==> src/hdl/prot_math_pkg.sv <==
/*
 * Arithmetic datapath types of the protection coprocessor.
 */
package prot_math_pkg;

    localparam int word_w     = 16; // width of every operand and result word.
    localparam int sqrt_steps = 16; // root bits resolved by the search.

    // operand words as the register file presents them.
    typedef struct packed {
        logic [word_w-1:0] op1;   // dividend.
        logic [word_w-1:0] op2;   // divisor.
        logic [word_w-1:0] op3;   // square root input, integer part of a 16.16 value.
        logic [word_w-1:0] rad;   // collision radius shared by both objects.
        logic [word_w-1:0] yobj1;
        logic [word_w-1:0] xobj1;
        logic [word_w-1:0] yobj2;
        logic [word_w-1:0] xobj2;
    } operands_t;

    // result levels read back by the CPU.
    typedef struct packed {
        logic [word_w-1:0] quot;
        logic [word_w-1:0] rem;
        logic [word_w-1:0] root;
        logic [word_w-1:0] xdiff; // xobj2 minus xobj1.
        logic              miss;  // rectangles do not overlap.
    } results_t;

    // the root search alternates between squaring a trial and judging it.
    typedef enum logic [1:0] {
        sq_idle,
        sq_square,
        sq_decide,
        sq_done
    } sqrt_state_e;

endpackage

==> src/hdl/prot_regs_pkg.sv <==
/*
 * Protection coprocessor register map and the request word of its CPU byte port.
 */
package prot_regs_pkg;

    localparam int reg_count  = 32; // byte registers in the CPU window.
    localparam int reg_addr_w = 5;  // address bits needed to pick one of them.

    // operands are big endian, so the high byte sits at the even address.
    // reads of the low addresses return results rather than the stored byte.
    typedef enum logic [reg_addr_w-1:0] {
        addr_op1_hi   = 5'h00, // quotient high byte on read.
        addr_op1_lo   = 5'h01, // quotient low byte on read.
        addr_op2_hi   = 5'h02, // remainder high byte on read.
        addr_op2_lo   = 5'h03, // remainder low byte on read.
        addr_op3_hi   = 5'h04, // root high byte on read.
        addr_op3_lo   = 5'h05, // root low byte on read.
        addr_rad_hi   = 5'h06, // random byte on read.
        addr_rad_lo   = 5'h07, // miss flag on read.
        addr_yobj1_hi = 5'h08,
        addr_yobj1_lo = 5'h09,
        addr_xobj1_hi = 5'h0a,
        addr_xobj1_lo = 5'h0b,
        addr_yobj2_hi = 5'h0c,
        addr_yobj2_lo = 5'h0d,
        addr_xobj2_hi = 5'h0e, // x distance high byte on read.
        addr_xobj2_lo = 5'h0f, // x distance low byte on read.
        addr_rng_step = 5'h13  // increment added to the random byte.
    } reg_addr_e;

    // one bus cycle as seen on a clock edge.
    typedef struct packed {
        logic [reg_addr_w-1:0] addr;   // byte address.
        logic                  wr;     // high for a write, low for a read.
        logic [7:0]            din;    // write data.
        logic                  access; // chip select and clock enable both high.
    } bus_req_t;

endpackage
==> src/hdl/prot_chip_top.sv <==
/*
 * Protection and arithmetic coprocessor on an 8 bit CPU byte port.
 */
module prot_chip_top
    import prot_regs_pkg::*, prot_math_pkg::*;
(
    input  logic       clk,
    input  logic       rst,
    input  logic       cen,
    input  logic       cs,
    input  logic       wr_n,
    input  logic [4:0] addr,
    input  logic [7:0] din,
    output logic [7:0] dout
);

    bus_req_t          req;
    operands_t         ops;
    results_t          res;
    logic              sqrt_start;
    logic [word_w-1:0] quot, rem, root, xdiff;
    logic              miss;

    // a bus cycle counts only when both strobes are up.
    assign req = '{addr: addr, wr: ~wr_n, din: din, access: cs & cen};
    assign res = '{quot: quot, rem: rem, root: root, xdiff: xdiff, miss: miss};

    prot_reg_ctrl u_reg_ctrl (
        .clk        (clk),
        .rst        (rst),
        .req        (req),
        .res        (res),
        .ops        (ops),
        .sqrt_start (sqrt_start),
        .dout       (dout)
    );

    prot_divider u_divider (.clk(clk), .rst(rst), .ops(ops), .quot(quot), .rem(rem));

    prot_sqrt u_sqrt (.clk(clk), .rst(rst), .start(sqrt_start), .ops(ops), .root(root));

    prot_collide u_collide (.clk(clk), .rst(rst), .ops(ops), .miss(miss), .xdiff(xdiff));

endmodule

==> src/hdl/prot_collide.sv <==
/*
 * Rectangle overlap test of two objects sharing one radius, plus their x distance.
 */
module prot_collide
    import prot_math_pkg::*;
(
    input  logic              clk,
    input  logic              rst,
    input  operands_t         ops,
    output logic              miss,
    output logic [word_w-1:0] xdiff
);

    logic [word_w-1:0] xrad1, yrad1, xrad2, yrad2; // edges grown by the radius.

    always_ff @(posedge clk or posedge rst) begin
        if (rst) begin
            xrad1 <= '0;
            yrad1 <= '0;
            xrad2 <= '0;
            yrad2 <= '0;
            xdiff <= '0;
            miss  <= 1'b0;
        end else begin
            xrad1 <= ops.xobj1 + ops.rad; // sums wrap at 16 bits.
            yrad1 <= ops.yobj1 + ops.rad;
            xrad2 <= ops.xobj2 + ops.rad;
            yrad2 <= ops.yobj2 + ops.rad;
            xdiff <= ops.xobj2 - ops.xobj1;
            // any object lying wholly past the other's grown edge is a miss.
            miss  <= (xrad1 < ops.xobj2) || (xrad2 < ops.xobj1) ||
                     (yrad1 < ops.yobj2) || (yrad2 < ops.yobj1);
        end
    end

endmodule

==> src/hdl/prot_sqrt.sv <==
/*
 * Bit serial square root of op3 as a 16.16 value, two clocks per root bit.
 */
module prot_sqrt
    import prot_math_pkg::*;
(
    input  logic              clk,
    input  logic              rst,
    input  logic              start,
    input  operands_t         ops,
    output logic [word_w-1:0] root
);

    sqrt_state_e                   state;
    logic [word_w-1:0]             target;  // op3 captured at start.
    logic [$clog2(sqrt_steps)-1:0] bit_idx; // root bit under trial.
    logic [2*word_w-1:0]           square;  // trial value squared.
    logic [word_w-1:0]             trial;

    // the kept bits plus the bit being tried.
    assign trial = root | (word_w'(1) << bit_idx);

    always_ff @(posedge clk or posedge rst) begin
        if (rst) begin
            state   <= sq_idle;
            root    <= '0;
            target  <= '0;
            bit_idx <= '0;
            square  <= '0;
        end else if (start) begin
            // a new start wins over any search in flight.
            state   <= sq_square;
            root    <= '0;
            target  <= ops.op3;
            bit_idx <= $bits(bit_idx)'(sqrt_steps - 1);
        end else begin
            case (state)
                sq_square: begin
                    square <= trial * trial; // full 32 bit product.
                    state  <= sq_decide;
                end
                sq_decide: begin
                    // keep the bit while the square stays within op3 times 65536.
                    if (square <= {target, {word_w{1'b0}}}) begin
                        root <= trial;
                    end
                    if (bit_idx == '0) begin
                        state <= sq_done;
                    end else begin
                        bit_idx <= bit_idx - 1'b1;
                        state   <= sq_square;
                    end
                end
                sq_done: state <= sq_idle; // root holds until the next start.
                default: state <= sq_idle;
            endcase
        end
    end

endmodule

==> src/hdl/prot_divider.sv <==
/*
 * Three stage unsigned 16 bit divider giving quotient and remainder.
 */
module prot_divider
    import prot_math_pkg::*;
(
    input  logic              clk,
    input  logic              rst,
    input  operands_t         ops,
    output logic [word_w-1:0] quot,
    output logic [word_w-1:0] rem
);

    logic [word_w-1:0] quot_s1, op1_s1, op2_s1; // after the divide.
    logic [word_w-1:0] quot_s2, op1_s2, prod_s2; // after the multiply back.

    always_ff @(posedge clk or posedge rst) begin
        if (rst) begin
            quot_s1 <= '0;
            op1_s1  <= '0;
            op2_s1  <= '0;
            quot_s2 <= '0;
            op1_s2  <= '0;
            prod_s2 <= '0;
            quot    <= '0;
            rem     <= '0;
        end else begin
            // a zero divisor gives an all ones quotient.
            quot_s1 <= (ops.op2 == '0) ? '1 : ops.op1 / ops.op2;
            op1_s1  <= ops.op1;
            op2_s1  <= ops.op2;
            prod_s2 <= quot_s1 * op2_s1; // never exceeds op1, so no bits are lost.
            quot_s2 <= quot_s1;
            op1_s2  <= op1_s1;
            quot    <= quot_s2;
            rem     <= op1_s2 - prod_s2; // equals op1 when the divisor was zero.
        end
    end

endmodule

==> src/hdl/prot_reg_ctrl.sv <==
/*
 * Register window of the protection coprocessor. Holds the operand bytes,
 * starts the root search, steps the random byte and drives the read data.
 */
module prot_reg_ctrl
    import prot_regs_pkg::*, prot_math_pkg::*;
(
    input  logic       clk,
    input  logic       rst,
    input  bus_req_t   req,
    input  results_t   res,
    output operands_t  ops,
    output logic       sqrt_start,
    output logic [7:0] dout
);

    logic [7:0] mem [reg_count]; // byte registers.
    logic [7:0] rng;             // current random byte.
    logic [7:0] next_rng;
    logic       wr_en;
    logic       rd_en;
    reg_addr_e  sel;

    assign sel      = reg_addr_e'(req.addr);
    assign wr_en    = req.access & req.wr;
    assign rd_en    = req.access & ~req.wr;
    assign next_rng = rng + mem[addr_rng_step]; // wraps at eight bits.

    // operand words are plain concatenations of the stored bytes.
    always_comb begin
        ops.op1   = {mem[addr_op1_hi], mem[addr_op1_lo]};
        ops.op2   = {mem[addr_op2_hi], mem[addr_op2_lo]};
        ops.op3   = {mem[addr_op3_hi], mem[addr_op3_lo]};
        ops.rad   = {mem[addr_rad_hi], mem[addr_rad_lo]};
        ops.yobj1 = {mem[addr_yobj1_hi], mem[addr_yobj1_lo]};
        ops.xobj1 = {mem[addr_xobj1_hi], mem[addr_xobj1_lo]};
        ops.yobj2 = {mem[addr_yobj2_hi], mem[addr_yobj2_lo]};
        ops.xobj2 = {mem[addr_xobj2_hi], mem[addr_xobj2_lo]};
    end

    // the byte store itself holds whatever the CPU last wrote.
    always_ff @(posedge clk) begin
        if (wr_en) begin
            mem[req.addr] <= req.din;
        end
    end

    always_ff @(posedge clk or posedge rst) begin
        if (rst) begin
            sqrt_start <= 1'b0;
            rng        <= 8'h00;
            dout       <= 8'h00;
        end else begin
            // a write to either byte of op3 restarts the root search.
            sqrt_start <= wr_en && (sel == addr_op3_hi || sel == addr_op3_lo);

            if (rd_en && sel == addr_rad_hi) begin
                rng <= next_rng; // only a real read consumes a random value.
            end

            // read data follows the address on every clock.
            case (sel)
                addr_op1_hi:   dout <= res.quot[15:8];
                addr_op1_lo:   dout <= res.quot[7:0];
                addr_op2_hi:   dout <= res.rem[15:8];
                addr_op2_lo:   dout <= res.rem[7:0];
                addr_op3_hi:   dout <= res.root[15:8];
                addr_op3_lo:   dout <= res.root[7:0];
                addr_rad_hi:   dout <= rd_en ? next_rng : rng; // new value shows at once.
                addr_rad_lo:   dout <= {8{res.miss}};          // flag reads as ff or 00.
                addr_xobj2_hi: dout <= res.xdiff[15:8];
                addr_xobj2_lo: dout <= res.xdiff[7:0];
                default:       dout <= mem[req.addr];
            endcase
        end
    end

endmodule

==> config.mk <==
export PLATFORM = sky130hd
export DESIGN_NAME = prot_chip_top
export DESIGN_NICKNAME = d
export VERILOG_FILES = /design/src/hdl/prot_math_pkg.sv /design/src/hdl/prot_regs_pkg.sv /design/src/hdl/prot_chip_top.sv /design/src/hdl/prot_collide.sv /design/src/hdl/prot_sqrt.sv /design/src/hdl/prot_divider.sv /design/src/hdl/prot_reg_ctrl.sv
export SDC_FILE = /design/constraint.sdc
export NUM_CORES = 2
export LEC_CHECK = 0
export BUFFER_PORTS_ARGS = -buffer_cell sky130_fd_sc_hd__buf_2
export CAP_MARGIN = 20
export CORE_MARGIN = 3
export CORE_UTILIZATION = 55
export DETAILED_ROUTE_END_ITERATION = 7
export PLACE_DENSITY = 0.79
export SLEW_MARGIN = 20
export SYNTH_ARGS = -nofsm -noshare
export SYNTH_HDL_FRONTEND = slang
export SYNTH_SLANG_ARGS = --single-unit
==> constraint.sdc <==
create_clock -name clk -period 65.3 [get_ports clk]
set_input_delay 6.53 -clock clk [delete_from_list [all_inputs] [get_ports clk]]
set_output_delay 6.53 -clock clk [all_outputs]
set_load 0.01 [all_outputs]
* Word-level counts from Yosys, hierarchy flattened
Memories as Yosys holds them, arrays and structs flattened. A register that Yosys moved wholly into a read port is not among the register bits. Index checks and enable logic that the tools add are counted. Widths: inputs -> output; s select.
Word-level totals: output and inout bits 8, logic and storage cells 85, RAM bits 256, memories kept 1, register bits after elaboration 280, bits of input ports 18
Operators by class: muxes and demuxes 14, shift-type cells 1, bitwise gates (word level) 6, multipliers 2, reductions and logical operators 14, $add $sub $neg 8, $lt $le $gt $ge 5, divide/modulo/power cells 1, eq/ne operators 12
Memory list:
- u_reg_ctrl.mem | depth 32, bits a word 8, rd ports 18, clocked after Yosys merged registers in 2, write ports 1, line prot_reg_ctrl.sv:17 | logic [7:0] mem [reg_count];
Operator list (number):
- $pmux 8 s10 | 1
- $add 16x16->16 | 4
- $lt 16x16->1 | 4
- $mux 16 | 4
- $le 32x32->1 | 1
- $mul 16x16->32 | 1
- $sub 16x16->16 | 2
- $eq 5x3->1 const B | 4
- $div 16x16->16 | 1
- $logic_not 16->1 | 1
- $mul 16x16->16 | 1
- $or 16x16->16 | 1
- $shl 1x4->16 const A | 1
- $mux 4 | 3
- $eq 5x2->1 const B | 2
- $eq 5x4->1 const B | 2
- $add 8x8->8 | 1
- $mux 8 | 1
- $reduce_and 2->1 | 3
- $eq 5x1->1 const B | 1
- $logic_not 5->1 | 1
- $logic_not 4->1 | 1
- $logic_or 1x1->1 | 4
- $mux 2 | 2
- 10 further kinds | 16

* Longest topological paths before layout
depth in word-level cells 5, gate-level depth with buffers 130, mapped depth without buffers 123

* Hierarchy
Synthesis repeated with hierarchy kept, for this count alone.
Second synthesis, totals: cell total of the unflattened synthesis 4272, area total of the unflattened synthesis 43660.6 um^2
Modules (own cells, without submodules):
- prot_divider | area each 14707.9 um^2, cells each 1696, times used 1, sequential area each 3203.1 um^2
- prot_reg_ctrl | area each 11360.9 um^2, cells each 643, times used 1, sequential area each 8112.8 um^2
- prot_sqrt | area each 10731.5 um^2, cells each 1219, times used 1, sequential area each 1726.7 um^2
- prot_collide | area each 6850.3 um^2, cells each 712, times used 1, sequential area each 2026.9 um^2
- prot_chip_top | area each 10.0 um^2, cells each 2, times used 1, sequential area each 0.0 um^2

* Worst setup path before layout
OpenSTA, ideal clock, no wires.
path type flip-flop to flip-flop, from memory u_reg_ctrl.mem[3][6], to register u_divider.quot_s1[0], arrival 27.605 ns, setup slack 37.548 ns, data required time 65.152 ns, path buffers 8, stages on the path, launching flop included 121, cells stage by stage edfxtp_1 -> or4_1 -> or3_1 -> nor4b_1 -> a2bb2oi_1 -> ha_1 -> o21a_1 -> nor2_1 -> nor3_4 -> mux2_2 -> ha_1 -> a21oi_1 -> nand2_1 -> and4b_1 -> or2_2 -> ha_1 -> o21a_1 -> o31ai_1 -> [... 85 more ...] -> nand4b_1 -> nand2_1 -> o211a_1 -> a21oi_1 -> or2_2 -> o21ai_1 -> clkbuf_1 -> o21ai_0 -> ha_1 -> a21o_1 -> a21o_1 -> a21o_1 -> a21o_1 -> a21o_1 -> a21o_1 -> a21o_1 -> a21oi_1 -> o311ai_0
RTL lines:
- from (decl) | line prot_reg_ctrl.sv:17
- to (signal assigned) | line prot_divider.sv:29 | quot_s1 <= (ops.op2 == '0) ? '1 : ops.op1 / ops.op2;
- to (decl) | line prot_divider.sv:14 | logic [word_w-1:0] quot_s1, op1_s1, op2_s1;

==> flow_summary.rst <==
.. list-table::
   :header-rows: 1

   * - Metric
     - Value
   * - VDD IR-drop max
     - 22.3 uV
   * - Ratio of final minimum period to clock period
     - 48.7%
   * - Violations in the final reports
     - DRC
   * - Detailed-routing iteration count for the pre-antenna-repair pass
     - 8
   * - Core Region
     - 75100 um^2
   * - Main area contributors after synthesis
     - edfxtp_1, dfrtp_1, ha_1, fa_1, inv_1
   * - Share of layout cells above drive strength 1
     - 7.16%
   * - WL/cell
     - 21.4 um
   * - Number of port buffers
     - 25
   * - Yosys Warn Count
     - 0
   * - Number of global-route vias before repair
     - 31900
   * - Cell type of the slowest stage on the worst timing path
     - a211oi_2
   * - Arrival @ worst endpoint
     - 32220 ps
   * - H-tree depth reported by CTS
     - 2
   * - Number of register bits inferred by synthesis
     - 551
   * - Number of antenna violations at the first check in global routing
     - 1
   * - Average vias per placed instance
     - 6.08
   * - Antenna cells
     - 0
   * - Number of max-capacitance violations reported
     - 0
   * - CP most frequent cell
     - ha_1
   * - Effective utilization at floorplan
     - 55.9%
   * - Run status
     - complete, but fails checks
   * - Critical path's largest stage delay
     - 810 ps
   * - Launching element type of the critical path
     - flop
   * - Die area
     - 79700 um^2
   * - Cells after DPL
     - 4987
   * - First-pass GRT wire length
     - 174000 um
   * - Largest registers in the final layout
     - u_reg_ctrl.mem (256), u_sqrt.square (31)
   * - Clock Root Buffer
     - clkbuf_16
   * - Main synth FF type
     - dfrtp_1
   * - Weighted congestion reported at the end of routability-driven placement
     - 0.981
   * - Worst Max-Slew Pin Slew
     - 1100 ps
   * - Number of nets in the layout
     - 4802
   * - Endpoints failing setup
     - 0
   * - Req. time, crit path
     - 65750 ps
   * - Async set-or-reset flop fraction in the synthesized netlist
     - 53.5%
   * - Count of non-filler cells in the finished layout
     - 5087
   * - Final Total Pwr
     - 0.000782 W
   * - Layout overhead on the synthesized area
     - 7.27%
   * - Deepest clock path buffer count
     - 3
   * - TritonCTS clock tree
     - done
   * - Top-level port count
     - 26
   * - Slew margin rel.
     - 26.3%
   * - Critical path endpoint category
     - flop
   * - Number of placement rows
     - 100
   * - Min Clock Period, post-route
     - 31780 ps
   * - Number of enable-type register cells in the synthesized netlist
     - 256
   * - Cts hold-fix bufs
     - 0
   * - Worst hold path class
     - reg2reg
   * - Source-to-sink clock delay at the later pin of the worst-skew pair
     - 620 ps
   * - Maximum number of pins on one net before global-route repair
     - 111
   * - Most common cell in the netlist
     - inv_1
   * - Total power density per cell area
     - 17.4 nW/um^2
   * - Post-synthesis cell type with the largest combined area
     - edfxtp_1
   * - Kind of critical path
     - reg2reg
   * - Placed cell area
     - 43100 um^2
   * - Pleak
     - 20.8 nW
   * - Number of hold violations in the final report
     - 0
   * - Global-route usage over all layers
     - 28.0%
   * - Total non-filler cell area in the finished layout
     - 45000 um^2
   * - RSZ-0062 raised after global routing
     - no
   * - Sequential fraction of the synthesis area
     - 35.9%
   * - Flip-flop count of the largest register, all copies and words added
     - 256
   * - Max Freq
     - 0.0315 GHz
   * - Final ANT Viol Nets
     - 0
   * - Crit-path max FO
     - 25
   * - Netlist area before placement
     - 42000 um^2
   * - Mean instance size in the synthesized netlist
     - 10.3 um^2
   * - Vias
     - 30900
   * - Area fraction of the dominant cell type after synthesis
     - 18.3%
   * - Number of distinct library cell variants in the gate-level netlist after synthesis
     - 95
   * - Total global routing overflow
     - 0
   * - Sum of net half-perimeters after detailed placement
     - 80700 um
   * - Chip width
     - 282 um
   * - Total wire length
     - 109000 um
   * - Largest register by flop count
     - u_reg_ctrl.mem
   * - Y dimension of the die
     - 282 um
   * - Top cell types by occurrence after synthesis
     - inv_1, ha_1, nand2_1
   * - Setup TNS
     - 0 ps
   * - Clock sinks
     - 551
   * - Post-route clock skew
     - 35.0 ps
   * - Clock transition at the registers of the reported paths
     - 70 ps
   * - Nets in the synthesized netlist
     - 4797
   * - Post-CTS repair timing setup buffer count
     - 0
   * - Number of clock buffers inserted by TritonCTS
     - 53
   * - Initial DRC Count
     - 2525
   * - Number of instances resized during post-cts repair
     - 0
   * - Mapped Cells
     - 4068
   * - Final routed DRC violation total
     - 14
   * - Max-slew violation total from the final report
     - 0
cell usage in the layout (no fill, tap or decap), types with 17 or more instances in the layout:
cell and instances:
xnor2_1 153, nand2_1 373, xor2_1 64, mux2_2 38, inv_1 510, buf_4 26
mux4_2 47, ha_1 460, a21oi_1 187, buf_2 24, o21bai_1 17, or2_2 26
o21a_1 44, edfxtp_1 256, or3_1 23, nor3_1 67, fa_1 251, a31oi_1 34
and2_1 67, o211ai_1 23, nand2b_1 34, dfrtp_1 295, o22ai_1 17, a21boi_0 23
a21o_1 63, clkbuf_16 54, nor2b_1 32, nor2_1 337, o21ai_0 143, nand3_1 62
a211oi_1 21
logic make-up (layout without fill, tap and decap cells):
group / Yosys count / in the layout / synth area share, %
AO/OA/AOI/OAI: 740 / 740 / 11.8
AND/OR/NAND/NOR: 1131 / 1131 / 12.6
XOR/XNOR: 217 / 217 / 4.53
buffers and inverters: 618 / 668 / 5.54
adder cells (fa/ha/maj): 711 / 711 / 25.7
flip-flops: 551 / 551 / 35.9
multiplexers: 100 / 100 / 3.91
final timing paths:
check,from,end,slack [ps],cells after the start
worst max-delay path,u_reg_ctrl.mem[2][6],u_divider.quot_s1[0],33520,117
worst min-delay path,u_divider.op1_s1[9],u_divider.op1_s2[9],350,0
worst max register to register,u_reg_ctrl.mem[2][6],u_divider.quot_s1[0],33520,117
worst min register to register,u_divider.op1_s1[9],u_divider.op1_s2[9],350,0
max in group asynchronous,rst,u_reg_ctrl.dout[2],57820,3
min in group asynchronous,rst,u_collide.yrad1[0],6050,2
layout make-up:
type | instances | area, um^2
clock buffer | 80 | 1590
clock inverter | 20 | 275
fill | 5989 | 30100
inverter | 518 | 1950
multi-input combinational | 2899 | 24600
sequential | 551 | 15100
tap | 969 | 1210
timing repair buffer | 50 | 315
report_power, final:
group          total (W)  internal (W)  switching, W
Sequential      0.000374      0.000370    0.00000413
Clock           0.000325      0.000189      0.000136
Combinational  0.0000830     0.0000284     0.0000545
routing by layer:
metal	routed length [um]	up-vias	GRT usage, %
li1	-	14100	-
met1	42300	15200	34.6
met2	53200	1259	47.9
met3	7180	371	3.96
met4	6400	2	14.8
met5	11	-	0
through the flow:
stage	setup WS, ps	hold slack [ps]	utilization (%)
floorplan	37550	331	-
global placement	34520	333	57.5
global route	30970	355	60.0
CTS	33530	346	59.9
finish	33520	349	60.0
detailed placement	33740	335	57.5
critical path: cells and delay by family, from the launching register on:
kind            cells  cell delay, ps
compound gates     60           15210
simple gates       35            9770
fa+ha+maj          15            4310
buf+inv             5            1000
mux                 2             800
flops               1             480
Power figures use the tool's default switching activity.
